==> config.mk <==
export PLATFORM = sky130hd
export DESIGN_NAME = ex_mul
export DESIGN_NICKNAME = d
export VERILOG_FILES = /design/src/ex_pkg.sv /design/src/ex_mul.sv
export SDC_FILE = /design/constraint.sdc
export NUM_CORES = 2
export LEC_CHECK = 0
export BUFFER_PORTS_ARGS = -buffer_cell sky130_fd_sc_hd__buf_2
export CAP_MARGIN = 20
export CORE_MARGIN = 10
export CORE_UTILIZATION = 45
export CTS_CLUSTER_SIZE = 25
export DETAILED_ROUTE_END_ITERATION = 10
export GPL_ROUTABILITY_DRIVEN = 0
export SYNTH_ARGS = -nofsm -noshare
export SYNTH_HDL_FRONTEND = slang
export SYNTH_SLANG_ARGS = --single-unit
==> constraint.sdc <==
create_clock -name clk -period 10.9 [get_ports clk]
set_input_delay 2.18 -clock clk [delete_from_list [all_inputs] [get_ports clk]]
set_output_delay 2.18 -clock clk [all_outputs]
set_load 0.02 [all_outputs]
==> src/ex_pkg.sv <==
package ex_pkg;

    localparam int data_width = 32;

    // bit 5 marks mul/div, bit 0 on alu ops selects the subtracting adder
    typedef enum logic [5:0] {
        op_add   = 6'h00,
        op_sub   = 6'h01,
        op_and   = 6'h02,
        op_slt   = 6'h03,
        op_or    = 6'h04,
        op_sltu  = 6'h05,
        op_xor   = 6'h06,
        op_nor   = 6'h08,
        op_sll   = 6'h0a,
        op_srl   = 6'h0c,
        op_sra   = 6'h0e,
        op_mul   = 6'h20,
        op_mulh  = 6'h21,
        op_mulhu = 6'h22,
        op_div   = 6'h24,
        op_divu  = 6'h25,
        op_mod   = 6'h26,
        op_modu  = 6'h27
    } ex_op_t;

    typedef enum logic [1:0] {
        lsu_none = 2'd0,
        lsu_byte = 2'd1,
        lsu_half = 2'd2,
        lsu_word = 2'd3
    } lsu_op_t;

    typedef struct packed {
        ex_op_t                op;
        logic [data_width-1:0] oprand1;
        logic [data_width-1:0] oprand2;
        logic [data_width-1:0] pc;
        logic                  rw_en;
        logic [4:0]            rw_addr;
        lsu_op_t               lsu_op;
    } ex_issue_t;

    typedef struct packed {
        ex_op_t                op;         // still needed for mdu select
        logic [data_width-1:0] alu_result;
        logic [data_width-1:0] quotient;
        logic [data_width-1:0] remainder;
        logic                  ale;
        logic [data_width-1:0] pc;
        logic                  rw_en;
        logic [4:0]            rw_addr;
        lsu_op_t               lsu_op;
    } ex_mid_t;

    typedef struct packed {
        logic [data_width-1:0] result;
        logic                  ale;
        logic [data_width-1:0] pc;
        logic                  rw_en;
        logic [4:0]            rw_addr;
        lsu_op_t               lsu_op;
    } ex_done_t;

endpackage

==> src/ex_mul.sv <==
`timescale 1ns/1ns

module ex_mul (
    input  logic           clk,
    input  logic           rst_n,
    input  ex_pkg::ex_op_t op,
    input  logic [31:0]    oprand1,
    input  logic [31:0]    oprand2,
    output logic [63:0]    product
);

    logic        sig;
    logic [31:0] mag1;
    logic [31:0] mag2;
    logic [31:0] pp_ll;
    logic [31:0] pp_lh;
    logic [31:0] pp_hl;
    logic [31:0] pp_hh;
    logic        neg;
    logic [63:0] sum;

    assign sig = (op != ex_pkg::op_mulhu);  // mulhu is the only unsigned one

    // magnitudes, 0x80000000 stays correct as unsigned
    assign mag1 = (sig && oprand1[31]) ? -oprand1 : oprand1;
    assign mag2 = (sig && oprand2[31]) ? -oprand2 : oprand2;

    // stage one, 16x16 partial products
    always_ff @(posedge clk or negedge rst_n)
    begin
        if (!rst_n)
        begin
            pp_ll <= '0;
            pp_lh <= '0;
            pp_hl <= '0;
            pp_hh <= '0;
            neg   <= 1'b0;
        end
        else
        begin
            pp_ll <= mag1[15:0]  * mag2[15:0];
            pp_lh <= mag1[15:0]  * mag2[31:16];
            pp_hl <= mag1[31:16] * mag2[15:0];
            pp_hh <= mag1[31:16] * mag2[31:16];
            neg   <= sig && (oprand1[31] ^ oprand2[31]);
        end
    end

    // stage two, hh and ll do not overlap so they concatenate
    assign sum = {pp_hh, pp_ll}
               + ({32'b0, pp_lh} << 16)
               + ({32'b0, pp_hl} << 16);

    assign product = neg ? -sum : sum;

endmodule

==> metrics.cfg <==
[sta]
max_freq_ghz = 0.0966
slew_violations = 0
final-setup-viol-count = 0
finalSetupTns_ns = 0
hold_viol = 0
period_minus_slack_ns = 10.36
slew_headroom_pct = 24.0
worstMarginPinSlew_ns = 1.13
grt_setup_unrepaired = false
post-route-period-util_pct = 95.0

[yosys]
synth_largest_area_cell = fa_1
syn_nets = 6189
syn_avg_cell_area_sq_um = 8.59
synth_cell_types = 80
async_reset_ff_share_pct = 100
synth_edf_count = 0
syn_area_sq_mm = 0.0417
synth_area_leaders = fa_1, ha_1, inv_1
synth_top_area_share_pct = 38.8
ys.warnings.count = 0
syn_inst = 4857
ys_ff_latch = 129
ys_seq_area_share_pct = 7.73
synthFlopType = dfrtp_1

[setup_path]
cp_slowest_cell = or4_1
required_ns = 11.26
cp.arrival_ns = 10.72
crit_fanout = 17
path_buf_inv = 9
end_kind = flip-flop
cp_common_cell = fa_1
crit_family = adder cells
cp-start-kind = input pin
worstSetupPathType = in2reg
slowest_delay_ns = 0.53

[cts]
clk_pin_slew_ns = 0.08
numCtsBuffers = 17
clock-sinks = 129
cts_setup_buffers = 0
cts_max_level = 4
cts_tree = built
clockBufferDepth = 2
cts_root_buffer = clkbuf_16

[finish]
nets = 6379
drive_gt1_share_pct = 9.19
final_common_cell = inv_1
syn2layout_area_growth_pct = 10.0
seqCellArea_sq_mm = 0.00323
fin_area_sq_mm = 0.0459
multi_input_area_sq_mm = 0.0345
final_cell_mix = inv_1, fa_1, nand2_1
fill_cells = 8841

[global_route]
grt_pass1_wl_mm = 207
antenna_found_initial = 10
grt_usage_pct = 25.4
grt_overflow = 0
grt_pass1_vias = 34600
grt_max_degree = 69

[floorplanning]
die-area_sq_mm = 0.105
fp.dieH_microns = 325
core.rowCount = 111
coreArea_sq_mm = 0.0918
io_pins = 136
start_util_pct = 45.5
die_w_microns = 325

[place]
place_area_sq_mm = 0.0453
dp_hpwl_mm = 112
portBuffers = 135

[status]
status = finished, final reports clean

[drt]
drtIter0Drc = 2541
vias = 33900
routed_via_density = 5.37
routed_wl_mm = 133
wl_per_cell_microns = 21.1
drt_drc_violations_left = 0
firstDrtPassIters = 6
ant_nets = 0

[min_path]
hold_path_class = in2async

[run]
cap_violations = 0

## worst max path at each step
stage,slack (ns),from,endpoint,cells past startpoint
global placement,0.24,oprand1[0],pp_hl[31],34
floorplan,0.04,oprand1[0],pp_hh[31],34
detailed placement,0.08,oprand1[0],pp_hl[28],31
global route,0.04,oprand1[0],pp_hl[31],34
CTS,0.58,oprand1[0],pp_hl[31],34
finish,0.54,oprand1[0],pp_hl[28],33
## synthesized netlist by cell type, drive strengths merged (6+ instances only)
master  instances
fa            809
o21bai         24
nand2         638
dfrtp         129
a31o            6
o21a           30
o31ai          23
a21oi         137
nand4          25
nor4           19
ha            451
a21o           52
or4            11
nand3          30
nor3           50
o41ai          17
o211ai          6
clkbuf        183
nand2b         26
a31oi          20
nor2b          18
and3           20
or3            18
or2            11
buf             6
and2           11
inv           952
o21ai          97
xor2          109
nor2          619
a211oi         13
xnor2         217
## layer usage
layer / track usage [%] / vias to the layer above / wire length, microns
met2: 39.6 / 1359 / 59600
met4: 10.4 / 10 / 6300
met1: 33.9 / 17000 / 55300
met3: 5.43 / 280 / 12000
met5: 0 / - / 68
li1: - / 15300 / -
## cell type report
class                           instances  area share, %
Multi-Input combinational cell       3585           75.1
Inverter                              954           7.80
Sequential cell                       129           7.03
Timing Repair Buffer                  360           5.32
Tap cell                             1243           3.39
Clock buffer                           17          0.926
Clock inverter                         15          0.403
Antenna cell                            2         0.0109
## cell families after synthesis
| logic type | after synthesis | share of synthesized area [%] |
|---|---|---|
| simple gates | 1523 | 15.4 |
| fa+ha+maj | 1260 | 52.3 |
| buf+inv | 1143 | 10.3 |
| compound gates | 476 | 7.38 |
| xor+xnor | 326 | 6.84 |
| flops | 129 | 7.73 |
## through the flow
step	hold slack (ns)	utilization, %	instances	setup WS, ns
global placement	2.23	49.3	6270	0.239
floorplan	1.88	-	4857	0.0393
global route	1.75	50.0	6303	0.0360
detailed placement	2.23	49.3	6271	0.0793
finish	1.71	50.0	6305	0.543
CTS	1.71	50.0	6303	0.579
## registers in the layout, indices dropped and copies added, names as in the netlist
register and cells:
pp_lh 32, neg 1, pp_ll 32, pp_hh 32
pp_hl 32
## timing repair
item                                    CTS  global route
hold buffers                              0             0
resized for setup                         0             4
endpoints found under the setup margin    0             2
Power is not shown: default switching activity piles up to over one toggle a cycle in this logic, so the estimate is an artifact.
