==> config.mk <==
export PLATFORM = sky130hd
export DESIGN_NAME = ex_div
export DESIGN_NICKNAME = d
export VERILOG_FILES = /design/src/ex_pkg.sv /design/src/ex_div.sv
export SDC_FILE = /design/constraint.sdc
export NUM_CORES = 2
export LEC_CHECK = 0
export BUFFER_PORTS_ARGS = -buffer_cell sky130_fd_sc_hd__buf_2
export CAP_MARGIN = 25
export CORE_MARGIN = 2
export CORE_UTILIZATION = 40
export DETAILED_ROUTE_END_ITERATION = 12
export GPL_ROUTABILITY_DRIVEN = 0
export SLEW_MARGIN = 20
export SYNTH_ARGS = -nofsm -noshare
export SYNTH_HDL_FRONTEND = slang
export SYNTH_SLANG_ARGS = --single-unit
==> constraint.sdc <==
create_clock -name vclk -period 487.6
set_input_delay 73.14 -clock vclk [all_inputs]
set_output_delay 73.14 -clock vclk [all_outputs]
set_load 0.005 [all_outputs]
==> src/ex_pkg.sv <==
package ex_pkg;

    localparam int data_width = 32;

    // bit 5 marks mul/div, bit 0 on alu ops selects the subtracting adder
    typedef enum logic [5:0] {
        op_add   = 6'h00,
        op_sub   = 6'h01,
        op_and   = 6'h02,
        op_slt   = 6'h03,
        op_or    = 6'h04,
        op_sltu  = 6'h05,
        op_xor   = 6'h06,
        op_nor   = 6'h08,
        op_sll   = 6'h0a,
        op_srl   = 6'h0c,
        op_sra   = 6'h0e,
        op_mul   = 6'h20,
        op_mulh  = 6'h21,
        op_mulhu = 6'h22,
        op_div   = 6'h24,
        op_divu  = 6'h25,
        op_mod   = 6'h26,
        op_modu  = 6'h27
    } ex_op_t;

    typedef enum logic [1:0] {
        lsu_none = 2'd0,
        lsu_byte = 2'd1,
        lsu_half = 2'd2,
        lsu_word = 2'd3
    } lsu_op_t;

    typedef struct packed {
        ex_op_t                op;
        logic [data_width-1:0] oprand1;
        logic [data_width-1:0] oprand2;
        logic [data_width-1:0] pc;
        logic                  rw_en;
        logic [4:0]            rw_addr;
        lsu_op_t               lsu_op;
    } ex_issue_t;

    typedef struct packed {
        ex_op_t                op;         // still needed for mdu select
        logic [data_width-1:0] alu_result;
        logic [data_width-1:0] quotient;
        logic [data_width-1:0] remainder;
        logic                  ale;
        logic [data_width-1:0] pc;
        logic                  rw_en;
        logic [4:0]            rw_addr;
        lsu_op_t               lsu_op;
    } ex_mid_t;

    typedef struct packed {
        logic [data_width-1:0] result;
        logic                  ale;
        logic [data_width-1:0] pc;
        logic                  rw_en;
        logic [4:0]            rw_addr;
        lsu_op_t               lsu_op;
    } ex_done_t;

endpackage

==> src/ex_div.sv <==
`timescale 1ns/1ns

module ex_div #(
    parameter int WIDTH = 32
) (
    input  ex_pkg::ex_op_t   op,
    input  logic [WIDTH-1:0] dividend,
    input  logic [WIDTH-1:0] divisor,
    output logic [WIDTH-1:0] quotient,
    output logic [WIDTH-1:0] remainder
);

    logic             sig;
    logic             neg_q;
    logic             neg_r;
    logic [WIDTH-1:0] mag_a;
    logic [WIDTH-1:0] mag_b;
    logic [WIDTH-1:0] quo_u;
    logic [WIDTH-1:0] rem_u;

    assign sig   = (op != ex_pkg::op_divu) && (op != ex_pkg::op_modu);
    assign mag_a = (sig && dividend[WIDTH-1]) ? -dividend : dividend;
    assign mag_b = (sig && divisor[WIDTH-1]) ? -divisor : divisor;
    assign neg_q = sig && (dividend[WIDTH-1] ^ divisor[WIDTH-1]);
    assign neg_r = sig && dividend[WIDTH-1];  // remainder follows dividend

    // restoring division, one quotient bit per row, msb first
    always_comb
    begin : restore
        logic [WIDTH:0]   trial;
        logic [WIDTH-1:0] part;

        part  = '0;
        quo_u = '0;
        for (int i = WIDTH - 1; i >= 0; i--)
        begin
            trial = {part, mag_a[i]};
            if (trial >= {1'b0, mag_b})
            begin
                trial    = trial - {1'b0, mag_b};
                quo_u[i] = 1'b1;
            end
            part = trial[WIDTH-1:0];
        end
        rem_u = part;
    end

    // min / -1 needs no special case, the negate wraps back to min
    always_comb
    begin
        if (divisor == '0)
        begin
            quotient  = '1;
            remainder = dividend;
        end
        else
        begin
            quotient  = neg_q ? -quo_u : quo_u;
            remainder = neg_r ? -rem_u : rem_u;
        end
    end

endmodule

==> impl_metrics.toml <==
[floorplan]
chipHeight_um = 403
fp.dieArea_sq_um = 163000
rows = 146
initial_core_util_pct = 40.3
coreArea_sq_um = 158000
num_io_pins = 134
die_w_um = 403

[hold_path]
min_path_cells = 4
worst_hold_path_type = "in -> out"

[cells_and_area]
design.final.nets = 10300
nFlopsAndLatches = 0
layout-drive-gt1-share_pct = 11.2
layout.area.seq_sq_um = 0
synthToLayoutAreaGrowth_pct = 5.36
final.clkbuf_count = 0

[synth]
synth_fp_nets = 10300
synth.lib_cells_used.distinct = 129
synth_warnings = 0
seq_area_frac_synth_pct = 0
netlist_area_sq_um = 63800
syn_area_per_cell_sq_um = 6.96
netlist_instances = 9174

[global_routing]
first_pass_grt_wire_length_um = 377000
initial_antenna_violation_count = 9
grt_start_max_net_pins = 64
grt.overflow.total = 0
grt_use_total_pct = 29.4
number_of_global_route_vias_before_repair = 64200

[critical_path]
worst_setup_path_end_kind = "output port"
timing.critical_path.from_type = "primary input"
worst-endpoint-arrival_ns = 258.15
required_time_of_the_critical_path_ns = 414.46
cp_slowest_cell = "sky130_fd_sc_hd__a21oi_1"
crit_top_cell = "sky130_fd_sc_hd__o21ai_0"
max_stage_delay_ns = 0.75
critPathKind = "in -> out"
worstPathMaxFanout = 55

[cts]
number_of_instances_resized_during_post_cts_repair = 0
cts-hold-fix-buffers = 0
post_cts.repair.setup_buffers = 0

[route]
first_iter_violations = 7131
route.detailed.drc = 0
via_per_instance_ratio = 6.28
drt_first_pass_iters = 6
route.detailed.wl_per_inst_um = 22.5
routed_wirelength_um = 254000
num_vias = 70700
final_antenna_net_count = 0

[sta]
report.final.hold_viol_count = 0
timing.final.crit_period_ns = 331.29
timing.slew.headroom_pct = 19.7
maxClockFrequency_mhz = 3.02
final.hold.worst_slack_ns = 146.62
timing.final.crit_share_pct = 67.9
fin_setup_tns_ns = 0
report.final.slew_viol_count = 0
timing_worst_slew_pin_value_ns = 1.20
grt_setup_unrepaired = "no"
setup_viol = 0

[place]
detailedPlacementHpwl_um = 201000
io_buffers = 133

[run_status]
outcome = "complete, no violations"

[run]
cap_violations = 0
-- cell type report --
class	count	area [sq um]
fill	16300	91100
multi-input combinational	8379	60900
timing repair buffer	255	1600
antenna	3	7.51
tap	2072	2590
inverter	562	2110
-- path summary, 6_finish.rpt --
kind / start / end
setup / recovery: divisor[0] / quotient[24]
hold / removal: dividend[13] / remainder[13]
-- cell families after synthesis --
logic type                 Yosys count  synth area share, %
buffers and inverters              795                 5.27
adders and majority gates         1028                 20.5
and+or+nand+nor                   3139                 23.4
AOI/OAI and AO/OA                 2700                 27.3
xor gates and xnor gates           681                 9.35
muxes                              831                 14.2
-- synth_stat cells, drive strengths merged, types with 121 or more instances --
master	instances	area share [%]
ha	997	20
nor2	952	5.6
nand2	919	5.4
o21ai	712	5.6
a21oi	614	4.8
mux2	593	10
inv	562	3.3
xnor2	400	5.5
a21o	329	3.9
a21boi	290	3.4
xor2	281	3.9
mux2i	238	3.7
nor3	196	1.6
nand4	176	1.7
nand3	151	1.2
nor2b	144	1.4
nand2b	125	1.2
clkbuf	121	0.71
-- through the flow --
step | cells | cell area (sq um) | worst slack (ns) | util [%]
detailed placement | 11300 | 67200 | 162.33 | 42.4
global route | 11300 | 67200 | 140.75 | 42.4
CTS | 11300 | 67200 | 161.11 | 42.4
floorplan | 9174 | 63800 | 191.37 | -
finish | 11300 | 67200 | 156.31 | 42.5
global placement | 11300 | 67200 | 164.78 | 42.4
-- critical path, delay by kind of cell --
family	cells	cell delay (ns)
AOI/OAI and AO/OA	887	194.90
and+or+nand+nor	129	32.31
muxes	45	17.24
adders and majority gates	45	13.10
buffers and inverters	58	12.21
xor gates and xnor gates	1	0.17
-- placed cells by master, fill, tap and decap left out, types with 287 or more instances in the layout --
| cell type | synthesis | layout |
|---|---|---|
| sky130_fd_sc_hd__ha_1 | 997 | 997 |
| sky130_fd_sc_hd__nor2_1 | 949 | 942 |
| sky130_fd_sc_hd__nand2_1 | 916 | 913 |
| sky130_fd_sc_hd__o21ai_0 | 681 | 678 |
| sky130_fd_sc_hd__a21oi_1 | 611 | 609 |
| sky130_fd_sc_hd__mux2_2 | 576 | 576 |
| sky130_fd_sc_hd__inv_1 | 560 | 559 |
| sky130_fd_sc_hd__xnor2_1 | 400 | 381 |
| sky130_fd_sc_hd__a21o_1 | 326 | 326 |
| sky130_fd_sc_hd__a21boi_0 | 287 | 287 |
-- routing by layer --
metal  GRT usage (%)  wire length [um]  vias up
met2            46.1            107000     3129
li1                -                 -    33700
met1            40.7            112000    33300
met3            3.83             23400      561
met5               0                21        -
met4            10.8             11300        4
