`src/ex_pkg.sv`:
```
package ex_pkg;

    localparam int data_width = 32;

    // bit 5 marks mul/div, bit 0 on alu ops selects the subtracting adder
    typedef enum logic [5:0] {
        op_add   = 6'h00,
        op_sub   = 6'h01,
        op_and   = 6'h02,
        op_slt   = 6'h03,
        op_or    = 6'h04,
        op_sltu  = 6'h05,
        op_xor   = 6'h06,
        op_nor   = 6'h08,
        op_sll   = 6'h0a,
        op_srl   = 6'h0c,
        op_sra   = 6'h0e,
        op_mul   = 6'h20,
        op_mulh  = 6'h21,
        op_mulhu = 6'h22,
        op_div   = 6'h24,
        op_divu  = 6'h25,
        op_mod   = 6'h26,
        op_modu  = 6'h27
    } ex_op_t;

    typedef enum logic [1:0] {
        lsu_none = 2'd0,
        lsu_byte = 2'd1,
        lsu_half = 2'd2,
        lsu_word = 2'd3
    } lsu_op_t;

    typedef struct packed {
        ex_op_t                op;
        logic [data_width-1:0] oprand1;
        logic [data_width-1:0] oprand2;
        logic [data_width-1:0] pc;
        logic                  rw_en;
        logic [4:0]            rw_addr;
        lsu_op_t               lsu_op;
    } ex_issue_t;

    typedef struct packed {
        ex_op_t                op;         // still needed for mdu select
        logic [data_width-1:0] alu_result;
        logic [data_width-1:0] quotient;
        logic [data_width-1:0] remainder;
        logic                  ale;
        logic [data_width-1:0] pc;
        logic                  rw_en;
        logic [4:0]            rw_addr;
        lsu_op_t               lsu_op;
    } ex_mid_t;

    typedef struct packed {
        logic [data_width-1:0] result;
        logic                  ale;
        logic [data_width-1:0] pc;
        logic                  rw_en;
        logic [4:0]            rw_addr;
        lsu_op_t               lsu_op;
    } ex_done_t;

endpackage

```
`src/ex_alu.sv`:
```
`timescale 1ns/1ns

module ex_alu (
    input  ex_pkg::ex_op_t                op,
    input  logic [ex_pkg::data_width-1:0] oprand1,
    input  logic [ex_pkg::data_width-1:0] oprand2,
    input  ex_pkg::lsu_op_t               lsu_op,
    output logic [ex_pkg::data_width-1:0] result,
    output logic                          ale
);

    logic [ex_pkg::data_width-1:0] adder_b;
    logic [ex_pkg::data_width-1:0] add_res;
    logic                          cout;
    logic                          slt;
    logic                          sltu;

    // one adder for add, sub and both compares
    assign adder_b = op[0] ? ~oprand2 : oprand2;
    assign {cout, add_res} = {1'b0, oprand1} + {1'b0, adder_b}
                           + {{ex_pkg::data_width{1'b0}}, op[0]};

    // op1 negative and op2 positive, or same sign with a negative difference
    assign slt = (oprand1[ex_pkg::data_width-1] & ~oprand2[ex_pkg::data_width-1])
               | (~(oprand1[ex_pkg::data_width-1] ^ oprand2[ex_pkg::data_width-1])
                  & add_res[ex_pkg::data_width-1]);
    assign sltu = ~cout;  // borrow out

    always_comb
    begin
        case (op)
            ex_pkg::op_add, ex_pkg::op_sub:
                result = add_res;
            ex_pkg::op_and:
                result = oprand1 & oprand2;
            ex_pkg::op_or:
                result = oprand1 | oprand2;
            ex_pkg::op_xor:
                result = oprand1 ^ oprand2;
            ex_pkg::op_nor:
                result = ~(oprand1 | oprand2);
            ex_pkg::op_sll:
                result = oprand1 << oprand2[4:0];
            ex_pkg::op_srl:
                result = oprand1 >> oprand2[4:0];
            ex_pkg::op_sra:
                result = $signed(oprand1) >>> oprand2[4:0];  // sign fill
            ex_pkg::op_slt:
                result = {{(ex_pkg::data_width-1){1'b0}}, slt};
            ex_pkg::op_sltu:
                result = {{(ex_pkg::data_width-1){1'b0}}, sltu};
            default:
                result = '0;
        endcase
    end

    // add_res doubles as the load/store address
    always_comb
    begin
        case (lsu_op)
            ex_pkg::lsu_half: ale = add_res[0];
            ex_pkg::lsu_word: ale = |add_res[1:0];
            default:          ale = 1'b0;  // byte and none never trap
        endcase

        // decode only sends add with a memory access
        if (lsu_op != ex_pkg::lsu_none)
            a_lsu_is_add: assert (op == ex_pkg::op_add);
    end

endmodule

```
`config.mk`:
```
export PLATFORM = sky130hd
export DESIGN_NAME = ex_alu
export DESIGN_NICKNAME = d
export VERILOG_FILES = /design/src/ex_pkg.sv /design/src/ex_alu.sv
export SDC_FILE = /design/constraint.sdc
export NUM_CORES = 1
export LEC_CHECK = 0
export ABC_AREA = 1
export BUFFER_PORTS_ARGS = -buffer_cell sky130_fd_sc_hd__buf_2
export CAP_MARGIN = 20
export CORE_ASPECT_RATIO = 0.7
export CORE_MARGIN = 2
export CORE_UTILIZATION = 55
export DETAILED_ROUTE_END_ITERATION = 6
export PLACE_DENSITY = 0.83
export RECOVER_POWER = 100
export SYNTH_ARGS = -nofsm -noshare
export SYNTH_HDL_FRONTEND = slang
export SYNTH_SLANG_ARGS = --single-unit
export TNS_END_PERCENT = 5
```
`constraint.sdc`:
```
create_clock -name vclk -period 7.3
set_input_delay 1.095 -clock vclk [all_inputs]
set_output_delay 1.095 -clock vclk [all_outputs]
set_load 0.005 [all_outputs]
```
==> summary.txt <==
Status = finished, violations left
Failing checks = design-rule violations, max-capacitance violations, max-slew violations
Crit Path Max Fanout = 40
Seq/Total Area, Yosys = 0
Required time of the critical path = 6.20 ns
Hold path endpoint = ale
Power Density = 71.6 mW/mm²
DR top layer = met4
Peak supply drop = 0.0483 mV
Clock network power share = 0
Die H = 106 µm
Gate power share = 1.000
Total track usage = 0.432
Final setup viols = 0
Synth Area in Adders = 0.150
Iteration-0 DRC Markers = 1,829
Most frequent cell after synthesis = nand2_1
Total wire length = 35,300 µm
Fin util = 0.591
Setup TNS = 0 ns
Syn nets = 1,735
Layout Cells excl Fill = 1,803
Number of global-route vias before repair = 9,434
Fin crit share = 0.848
CLK BUF = 0
WS Path Type = in2out
GRT overflow = 0
Slew HR = -0.167
Hold wc startpoint = lsu_op[1]
Pint = 0.000191 W
Largest cells by area after synthesis = nand2_1 25%, ha_1 15%, inv_1 7.4%, nand3_1 6.8%, o21ai_0 6.6%
Avg Inst Size Synth = 5.25 µm²
Worst Path Arrival = 5.10 ns
Pin count of the biggest net entering global routing = 64
Number of port buffers = 105
Site Rows = 37
Synth warn = 0
WL/cell = 19.6 µm
Tot Pwr = 0.000619 W
Routed length on met3 = 5830 µm
Hold Fails Final Rpt = 0
Detailed Routing Iterations Pass 1 = 7
Metal-1 WL = 14,500 µm
Area added between synthesis and finish = 5.30%
Psw = 0.000429 W
Fmax = 161 MHz
Hold WC Path Type = in2out
Die width = 150 µm
DPL Wire Length = 28,400 µm
Synthesized area = 0.00822 mm²
Gates resized, CTS repair = 0
Post-route ant nets = 0
Multi-input logic area = 0.00712 mm²
Storage cell area = 0 µm²
Global-route wire length before repair = 53,600 µm
Initial antenna violation count = 0
Switching share of power = 0.692
Synth Area in Compound Gates = 0.251
I/O pin total = 105
Cts hold-fix bufs = 0
Post-synthesis instance total = 1,565
Hold Path Depth = 4
Final Slew Violations = 41
Post-synthesis cell type count = 55
Pleak = 4.72 nW
Worst Max-Slew Pin Slew = 1.75 ns
Crit path capture type = output port
Length of routed met2 wiring = 13,600 µm
Synth top cells by count = 538 x nand2_1, 163 x inv_1, 112 x nand3_1
Filler Cells Inserted = 1,637
Post-Synth Simple-Gate Area = 0.426
Post-layout nets = 1,780
Seq_cells = 0
Vias after detailed routing = 11,206
Antenna Cells = 0
Remaining DRCs = 1
Ratio of cells with drive above 1 in the final layout = 0.103
Post-CTS Setup Repair Bufs = 0
Seq pwr share = 0
Multiplexer share of the synthesized area = 0.00487
Core area = 0.0146 mm²
Largest family of logic cells by synthesized area = simple AND/OR/NAND/NOR gates
Share of Yosys cell area claimed by the top area cell type = 0.246
RSZ-0062 raised after global routing = no
MaxCap Viol Count = 1
CP startpoint kind = primary input
Final worst path period need = 6.19 ns
Final Wtd Congestion = 1.09
Die area = 0.0159 mm²
Leading area contributor after synthesis = nand2_1
Initial Util = 0.562
Cell count after placement = 1,802
Synth Area in XOR/XNOR = 0.0341
Vias per cell = 6.22
## through the flow
stage          instance area, µm²  setup slack (ns)  hold WS, ns
2_1_floorplan                8220              3.05         2.27
3_3_place_gp                 8650              2.05         2.44
3_5_place_dp                 8650              1.97         2.44
4_1_cts                      8650              1.97         2.44
5_1_grt                      8650             0.835         2.48
6_report                     8650              1.11         2.44
## layer usage
metal / vias up / global-route usage
li1: 5280 / -
met1: 4929 / 0.635
met2: 903 / 0.614
met3: 94 / 0.101
met4: 0 / 0.129
met5: - / 0
## critical path, stage by stage
cell and delay (ns):
clkbuf_1 1.23, nand2_1 0.28, nand2_1 0.24, inv_1 0.08, fa_1 0.38, inv_1 0.16, nand2_1 0.09, o21ai_1 0.33
nand2_1 0.09, nand2_1 0.19, inv_1 0.09, o21ai_0 0.26, nand3_1 0.16, nand2_1 0.09, nand2_1 0.05, nand3_1 0.06
nand2_1 0.08, buf_2 0.13
## power groups by stage
stage / Combinational [W] / Clock [W] / Sequential [W]
CTS: 0.000593 / 0 / 0
floorplan: 0.000415 / 0 / 0
global placement: 0.000583 / 0 / 0
finish: 0.000619 / 0 / 0
detailed placement: 0.000590 / 0 / 0
global route: 0.000679 / 0 / 0
## placed cells by master, fill, tap and decap left out, types with 4 or more instances in the layout
| master | instances |
|---|---|
| nand2_1 | 538 |
| inv_1 | 162 |
| o21ai_0 | 123 |
| nand3_1 | 112 |
| nor2_1 | 99 |
| ha_1 | 97 |
| buf_2 | 97 |
| a21oi_1 | 80 |
| o21ai_1 | 52 |
| xor2_1 | 30 |
| o211ai_1 | 29 |
| nand4_1 | 21 |
| inv_2 | 14 |
| buf_4 | 14 |
| o21a_1 | 13 |
| nor3_1 | 12 |
| a221oi_1 | 8 |
| nand3b_1 | 8 |
| or2_2 | 8 |
| o2111ai_1 | 8 |
| o21bai_1 | 6 |
| a22oi_1 | 6 |
| a211oi_1 | 6 |
| o21ai_2 | 5 |
| clkbuf_1 | 5 |
| nor4_1 | 4 |
| a21oi_2 | 4 |
| mux2i_1 | 4 |
## cells by family after synthesis
| family | after synthesis |
|---|---|
| fa+ha+maj | 98 |
| mux | 4 |
| simple gates | 824 |
| xor+xnor | 32 |
| compound gates | 354 |
| buf+inv | 253 |
## final cells by class
type                       instances  area share
inverter                         177      0.0771
multi-input combinational       1312       0.823
tap                              195      0.0282
timing repair buffer             119      0.0722
## worst max-delay path by stage
| stage | to | startpoint | slack, ns |
|---|---|---|---|
| after detailed placement | result[14] | op[0] | 1.97 |
| after global placement | result[14] | op[0] | 2.05 |
| after global routing | result[28] | oprand2[0] | 0.84 |
| after CTS | result[14] | op[0] | 1.97 |
| final | result[28] | oprand2[0] | 1.11 |
| after floorplan | result[28] | oprand2[1] | 3.05 |
Note: power is estimated with default switching activity, not from simulation.
