==> src/ex_pkg.sv <==
package ex_pkg;

    localparam int data_width = 32;

    // bit 5 marks mul/div, bit 0 on alu ops selects the subtracting adder
    typedef enum logic [5:0] {
        op_add   = 6'h00,
        op_sub   = 6'h01,
        op_and   = 6'h02,
        op_slt   = 6'h03,
        op_or    = 6'h04,
        op_sltu  = 6'h05,
        op_xor   = 6'h06,
        op_nor   = 6'h08,
        op_sll   = 6'h0a,
        op_srl   = 6'h0c,
        op_sra   = 6'h0e,
        op_mul   = 6'h20,
        op_mulh  = 6'h21,
        op_mulhu = 6'h22,
        op_div   = 6'h24,
        op_divu  = 6'h25,
        op_mod   = 6'h26,
        op_modu  = 6'h27
    } ex_op_t;

    typedef enum logic [1:0] {
        lsu_none = 2'd0,
        lsu_byte = 2'd1,
        lsu_half = 2'd2,
        lsu_word = 2'd3
    } lsu_op_t;

    typedef struct packed {
        ex_op_t                op;
        logic [data_width-1:0] oprand1;
        logic [data_width-1:0] oprand2;
        logic [data_width-1:0] pc;
        logic                  rw_en;
        logic [4:0]            rw_addr;
        lsu_op_t               lsu_op;
    } ex_issue_t;

    typedef struct packed {
        ex_op_t                op;         // still needed for mdu select
        logic [data_width-1:0] alu_result;
        logic [data_width-1:0] quotient;
        logic [data_width-1:0] remainder;
        logic                  ale;
        logic [data_width-1:0] pc;
        logic                  rw_en;
        logic [4:0]            rw_addr;
        lsu_op_t               lsu_op;
    } ex_mid_t;

    typedef struct packed {
        logic [data_width-1:0] result;
        logic                  ale;
        logic [data_width-1:0] pc;
        logic                  rw_en;
        logic [4:0]            rw_addr;
        lsu_op_t               lsu_op;
    } ex_done_t;

endpackage

==> src/ex_mdu.sv <==
`timescale 1ns/1ns

module ex_mdu (
    input  ex_pkg::ex_op_t                op,
    input  logic [63:0]                   product,
    input  logic [ex_pkg::data_width-1:0] quotient,
    input  logic [ex_pkg::data_width-1:0] remainder,
    output logic [ex_pkg::data_width-1:0] result
);

    always_comb
    begin
        case (op)
            ex_pkg::op_mul:
                result = product[31:0];
            ex_pkg::op_mulh, ex_pkg::op_mulhu:
                result = product[63:32];  // signedness already applied in ex_mul
            ex_pkg::op_div, ex_pkg::op_divu:
                result = quotient;
            ex_pkg::op_mod, ex_pkg::op_modu:
                result = remainder;
            default:
                result = '0;  // alu ops land here
        endcase

        // catches a corrupted op in the mid register
        a_op_known: assert (op inside {
            ex_pkg::op_add, ex_pkg::op_sub, ex_pkg::op_and, ex_pkg::op_or,
            ex_pkg::op_xor, ex_pkg::op_nor, ex_pkg::op_sll, ex_pkg::op_srl,
            ex_pkg::op_sra, ex_pkg::op_slt, ex_pkg::op_sltu,
            ex_pkg::op_mul, ex_pkg::op_mulh, ex_pkg::op_mulhu,
            ex_pkg::op_div, ex_pkg::op_divu, ex_pkg::op_mod, ex_pkg::op_modu
        });
    end

endmodule

==> config.mk <==
export PLATFORM = sky130hd
export DESIGN_NAME = ex_mdu
export DESIGN_NICKNAME = d
export VERILOG_FILES = /design/src/ex_pkg.sv /design/src/ex_mdu.sv
export SDC_FILE = /design/constraint.sdc
export NUM_CORES = 1
export LEC_CHECK = 0
export BUFFER_PORTS_ARGS = -buffer_cell sky130_fd_sc_hd__clkbuf_2
export CELL_PAD_IN_SITES_DETAIL_PLACEMENT = 1
export CELL_PAD_IN_SITES_GLOBAL_PLACEMENT = 2
export CORE_UTILIZATION = 16
export DETAILED_ROUTE_END_ITERATION = 16
export PLACE_DENSITY = 0.89
export SETUP_SLACK_MARGIN = 0.1
export SYNTH_ARGS = -nofsm -noshare
export SYNTH_HDL_FRONTEND = slang
export SYNTH_SLANG_ARGS = --single-unit
==> constraint.sdc <==
create_clock -name vclk -period 1.6
set_input_delay 0.32 -clock vclk [all_inputs]
set_output_delay 0.32 -clock vclk [all_outputs]
set_load 0.05 [all_outputs]
==> metrics.txt, run 1 <==
largest net degree at the start of global routing=33; Seq cells=0; number of DRC markers in iteration 0=18; top cells by area, synth=mux2i_1, nand3b_1, o21a_1; vias=2340; total of warnings raised by yosys=0; Hold Violations, Final=0; endpoint class of the critical path=output port; total power=1.026 mW; crit start category=primary input; Post-DRT Antenna Nets=0; hold path cells=4; fin. max-slew vios=0; final WL=8772 um; status=complete, but fails checks; Post-Place Worst Slack=-0.2068 ns; Cells after Synth=187; cell area power density=265.1 mW/mm^2; share of Yosys cell area claimed by the top area cell type=0.4281; # diodes=0; CP cell instances=buf_6 > nor2_4 > nand3b_1 > buf_6 > clkbuf_16 > o22ai_2 > buf_12; post-DR vias/cell=4.926; hpwl dp=5567 um; kind of critical path=primary input to output port; layout clock buffer count=0; area of the multi-input gates=0.001814 mm^2; syn nets=321; Crit path largest cell delay=0.22 ns; most frequent cells in the layout=clkbuf_2, mux2i_1, nand3b_1; leading area contributor after synthesis=mux2i_1; commonest non-fill, non-tap cell in the layout=clkbuf_2; Final Cycle Share=1.051; met2 Resource Use GR=0.3012; CP max stage cell=o22ai_2; input/output buffers=166; RSZ-0062 raised after global routing=yes; core footprint=0.008891 mm^2; Syn Area/Cell=8.002 um^2; vias in the first global route=2456; Max Fclk=594.7 MHz; met3 usage=0.01915; Reg area=0 um^2; HP Start=quotient[28]; Final WS setup=-0.08151 ns; die area=0.009744 mm^2; Die Wd=98.71 um; first-pass GRT wire length=12130 um; Initial Utilization=0.1683; worst hold path endpoint=result[28]; synth unique cells=12; # rows=34; Final setup viols=29; Worst Path Required=1.28 ns; nets=503; initial antenna violation count=0; peak-usage layer in the global routing report=met2; leakage power=1.722 nW; Final Core Density=0.4351; Least-Margin Pin Slew=0.2880 ns; drt first pass iters=4; Synth Cell Area=0.001496 mm^2; post-synthesis sequential area ratio=0; # IOs=166; Max-cap violations=0; worst hold path class=primary input to output port; Fillers=1023; minimum clock period=1.682 ns; violated checks=negative setup slack; Buf/Inv on CP=4; GR Util met1=0.1852; layout cells sized above 1=0.6703; DRC violations left=0; Max rail drop VDD=0.1112 mV; total grt overflow=0; global placer's final weighted congestion=0.7320; family with the most delay on the worst path=buffers and inverters; area grow syn2layout=158.5%; max_slew headroom=0.8025; GRT Total Usage=0.1551; WP data arrival=1.36 ns; routed len/inst=18.47 um; Post-CTS Hold Buffers=0; Crit Path Max Fanout=8; DIE HEIGHT=98.71 um; CP most frequent cell=buf_6
## cells by family (layout without fill, tap and decap cells)
logic type | count (synthesis) | count (layout) | synth area share
simple gates | 35 | 35 | 0.1714
mux | 64 | 64 | 0.4281
compound gates | 64 | 64 | 0.2943
buf+inv | 24 | 204 | 0.1062
## synth_stat cells
library cell	count
mux2i_1	64
nand3b_1	33
o21a_1	32
o22ai_1	32
buf_6	8
clkbuf_1	8
buf_1	3
buf_2	3
buf_4	1
clkbuf_2	1
nand3_1	1
nor2_1	1
## where the power goes
group / leakage (nW) / switching, mW / internal, mW
Sequential: 0 / 0 / 0
Combinational: 1.72 / 0.474 / 0.552
Clock: 0 / 0 / 0
Total: 1.72 / 0.474 / 0.552
## worst max path at each step
stage                  to  cells past startpoint  startpoint
6_report       result[17]                      7       op[3]
3_3_place_gp   result[28]                      6       op[1]
3_5_place_dp   result[30]                      6       op[1]
4_1_cts        result[15]                      6       op[1]
5_1_grt        result[17]                      7       op[3]
2_1_floorplan  result[17]                      6       op[1]
## final cells by class
class	count	share of cell area
tap	108	0.03493
multi-input combinational	163	0.4690
timing repair buffer	204	0.4961
## per-stage QoR
stage / hold slack (ns) / area, um^2 / setup TNS [ns] / instances
floorplan: 0.8966 / 1926 / -1.392 / 187
global placement: 1.109 / 3032 / -4.269 / 458
detailed placement: 1.121 / 3032 / -5.024 / 458
CTS: 1.094 / 3646 / -2.642 / 467
global route: 1.108 / 3869 / -2.623 / 475
finish: 1.082 / 3869 / -1.130 / 475
## worst min-delay path, delay by kind of cell
kind,cells,cell delay (ns)
buffers and inverters,2,0.27
AO/OA/AOI/OAI,1,0.11
multiplexers,1,0.06
## metal layers
layer / up-vias / routed length [um]
li1: 1111 / -
met1: 1114 / 3496
met2: 105 / 4751
met3: 10 / 431
met4: 0 / 92
met5: - / 0
## repair_timing
item	CTS	global route
endpoints found under the setup margin	32	32
gates cloned	8	6
setup buffers	1	2
gates resized for setup	81	46
pin swaps	6	31
Note: power is estimated with default switching activity, not from simulation.
==> inputs of run 2 (changes only) <==
CORE_UTILIZATION = 18   (was 16)
PLACE_DENSITY = 0.95   (was 0.89)
clock period = 2.1 ns   (was 1.6 ns; I/O delays follow)
==> metrics.txt, run 2 (same netlist as run 1, synthesis figures left out) <==
status=finished clean; family with the most delay on the worst path=buffers and inverters; commonest non-fill, non-tap cell in the layout=clkbuf_2; GRT Total Usage=0.1378; Least-Margin Pin Slew=0.2894 ns; peak-usage layer in the global routing report=met2; core footprint=0.007888 mm^2; CP cell instances=buf_4 > buf_12 > mux2i_1 > o21a_1 > o22ai_1 > buf_2; DIE HEIGHT=93.18 um; total grt overflow=0; layout clock buffer count=0; met3 usage=0.008943; first-pass GRT wire length=10030 um; number of DRC markers in iteration 0=34; routed len/inst=14.10 um; vias=2137; RSZ-0062 raised after global routing=yes; # IOs=166; Final setup viols=0; HP Start=quotient[2]; kind of critical path=primary input to output port; Seq cells=0; drt first pass iters=4; Post-DRT Antenna Nets=0; worst hold path endpoint=result[2]; CP max stage cell=buf_2; Min Hold Slack=1.324 ns; fin. max-slew vios=0; Buf/Inv on CP=3; initial antenna violation count=0; layout cells sized above 1=0.5906; Hold Violations, Final=0; Final Core Density=0.3401; leakage power=1.386 nW; area of the multi-input gates=0.001480 mm^2; # diodes=0; cell area power density=194.3 mW/mm^2; Crit path largest cell delay=0.29 ns; endpoint class of the critical path=output port; Initial Utilization=0.1897; minimum clock period=1.956 ns; global placer's final weighted congestion=0.7444; Cells after DPL=444; final WL=6260 um; # rows=32; CP startpoint=op[1]; die area=0.008683 mm^2; Max Fclk=511.2 MHz; hpwl dp=5199 um; vias in the first global route=2217; Crit Path Max Fanout=26; GR Util met1=0.1623; met2 Resource Use GR=0.2788; Final Cycle Share=0.9315; worst hold path class=primary input to output port; post-DR vias/cell=4.813; Fillers=970; Non-Filler Instances=444; max_slew headroom=0.8079; Worst Path Required=1.68 ns; Reg area=0 um^2; total power=0.5213 mW; crit start category=primary input; nets=478; hold path cells=4; Max rail drop VDD=0.07133 mV; input/output buffers=166; area grow syn2layout=79.26%; largest net degree at the start of global routing=33; Final TNS setup=0 ns; most frequent cells in the layout=clkbuf_2, mux2i_1, nand3b_1; DRC violations left=0; Die Wd=93.18 um; Max-cap violations=0; WP data arrival=1.54 ns
run 2: metal layers:
layer,vias up,routed length (um)
li1,1049,-
met1,1007,2514
met2,79,3346
met3,2,383
met4,0,15
met5,-,0
run 2: how the worst max path moves through the flow:
| stage | endpoint | cells after the start |
|---|---|---|
| after floorplan | result[2] | 4 |
| after global placement | result[25] | 6 |
| after detailed placement | result[14] | 6 |
| after CTS | result[7] | 6 |
| after global routing | result[8] | 6 |
| final | result[25] | 6 |
run 2: layout make-up:
type | count | area share
Multi-Input combinational cell | 163 | 0.5518
Tap cell | 102 | 0.04757
Timing Repair Buffer | 179 | 0.4007
run 2: what timing repair did:
action                                 4_1_cts  5_1_grt
resized for setup                            2       39
setup endpoints to repair                    2       27
buffers inserted                             0        0
endpoints found under the hold margin        0        0
hold buffers                                 0        0
run 2: where the power goes:
group	total, mW	switching (mW)	internal, mW
sequential	0	0	0
clock	0	0	0
combinational	0.521	0.261	0.261
total	0.521	0.261	0.261
run 2: stage by stage:
stage	worst slack, ns	cell area, um^2
2_1_floorplan	-0.1151	1634
3_3_place_gp	0.1500	2644
3_5_place_dp	0.09012	2644
4_1_cts	0.1191	2649
5_1_grt	0.09064	2683
6_report	0.1439	2683
==> inputs of run 3 (changes only) <==
--- a/config.mk
+++ b/config.mk
@@ -6,9 +6,9 @@
 export NUM_CORES = 1
 export LEC_CHECK = 0
-export BUFFER_PORTS_ARGS = -buffer_cell sky130_fd_sc_hd__clkbuf_2
 export CELL_PAD_IN_SITES_DETAIL_PLACEMENT = 1
 export CELL_PAD_IN_SITES_GLOBAL_PLACEMENT = 2
-export CORE_UTILIZATION = 18
+export CORE_UTILIZATION = 34
 export DETAILED_ROUTE_END_ITERATION = 16
+export DONT_BUFFER_PORTS = 1
 export PLACE_DENSITY = 0.95
 export SETUP_SLACK_MARGIN = 0.1
==> constraint.sdc (replaced) <==
create_clock -name vclk -period 2.1
set_input_delay 0.63 -clock vclk [all_inputs]
set_output_delay 0.63 -clock vclk [all_outputs]
set_load 0.05 [all_outputs]
==> metrics.txt, run 3 (same netlist as run 1, synthesis figures left out) <==
status=complete, but fails checks; violated checks=negative setup slack; hpwl dp=4631 um; fin. max-slew vios=0; Initial Utilization=0.3636; Post-DRT Antenna Nets=0; initial antenna violation count=0; Pint=0.2315 mW; # rows=23; commonest non-fill, non-tap cell in the layout=mux2i_1; Fillers=404; GR Util met1=0.2227; Final WS setup=-0.07509 ns; Crit Path Max Fanout=8; Final TNS setup=-1.493 ns; post-DR vias/cell=6.715; RSZ-0062 raised after global routing=yes; drt first pass iters=2; # IOs=166; Least-Margin Pin Slew=0.3677 ns; DIE HEIGHT=68.34 um; Max-cap violations=0; # diodes=0; Non-Filler Instances=253; GRT Total Usage=0.2452; WP data arrival=1.55 ns; Final setup viols=32; area grow syn2layout=74.67%; Flop pwr share=0; kind of critical path=primary input to output port; Worst Path Required=1.47 ns; global placer's final weighted congestion=0.6789; cell area power density=178.0 mW/mm^2; endpoint class of the critical path=output port; Comb power frac=1.000; DRC violations left=0; Final Cycle Share=1.036; vias in the first global route=1800; max_slew headroom=0.7549; met2 Resource Use GR=0.5368; leakage power=0.8946 nW; final WL=6254 um; Max Fclk=459.8 MHz; die area=0.004670 mm^2; total grt overflow=0; Sw Ratio=0.5025; crit start category=primary input; total power=0.4653 mW; Reg area=0 um^2; most frequent cells in the layout=mux2i_1, buf_12, nand3b_1; layout clock buffer count=0; Clk network pwr share=0; nets=339; first-pass GRT wire length=8562 um; layout cells sized above 1=0.3645; Post-Place Worst Slack=-0.1662 ns; Hold Violations, Final=0; worst hold path class=primary input to output port; switching pwr=0.2338 mW; Cells after DPL=249; vias=1699; Seq cells=0; minimum clock period=2.175 ns; hold path cells=3; number of DRC markers in iteration 0=81; routed len/inst=24.72 um; input/output buffers=0; Max rail drop VDD=0.09595 mV; largest net degree at the start of global routing=97; met3 usage=0.04000; Die Wd=68.34 um; peak-usage layer in the global routing report=met2; core footprint=0.004115 mm^2; Min Hold Slack=1.622 ns
==> run 3: cell count changes in the layout (fill, tap and decap cells not counted) <==
| cell | before | now |
|---|---|---|
| buf_12 | 8 | 34 |
| buf_16 | 0 | 1 |
| buf_2 | 12 | 0 |
| buf_4 | 9 | 1 |
| buf_6 | 1 | 4 |
| clkbuf_2 | 137 | 0 |
| clkbuf_4 | 12 | 0 |
| nor2_1 | 1 | 0 |
| nor2_4 | 0 | 1 |
| o22ai_1 | 10 | 0 |
| o22ai_2 | 22 | 0 |
| o22ai_4 | 0 | 32 |
==> run 3: path summary, 6_finish.rpt <==
| path | startpoint | to | slack, ns |
|---|---|---|---|
| worst max-delay path | op[4] | result[10] | -0.08 |
| worst min-delay path | quotient[7] | result[7] | 1.62 |
==> run 3: timing repair <==
action                     4_1_cts  5_1_grt
pin swaps                       23        2
gates cloned                     2        0
setup endpoints to repair       32       32
resized for setup               19        5
hold buffers                     0        0
setup buffers                    2        1
==> run 3: area by class of cell <==
class / count / area (um^2) / area share
multi-input combinational: 163 / 1790 / 0.6850
timing repair buffer: 40 / 760.7 / 0.2910
tap: 50 / 62.56 / 0.02393
==> run 3: power groups by stage <==
stage	clock (mW)	sequential (mW)	combinational, mW
global placement	0	0	0.412
global route	0	0	0.488
detailed placement	0	0	0.431
finish	0	0	0.465
floorplan	0	0	0.384
CTS	0	0	0.465
==> run 3: per-stage QoR <==
stage | util | area, um^2
floorplan | - | 1926
global route | 0.6351 | 2614
detailed placement | 0.5914 | 2434
finish | 0.6351 | 2614
global placement | 0.5914 | 2434
CTS | 0.6333 | 2606
==> run 3: per-layer routing <==
metal | vias to the layer above | part of all wire
met5 | - | 0
met4 | 0 | 0.023
met3 | 12 | 0.062
met2 | 90 | 0.62
met1 | 827 | 0.30
li1 | 770 | -
==> run 3: critical path, stage by stage <==
cell	delay [ns]
nor2_4	0.09
nand3b_1	0.13
buf_6	0.17
buf_12	0.15
o22ai_4	0.18
buf_6	0.18
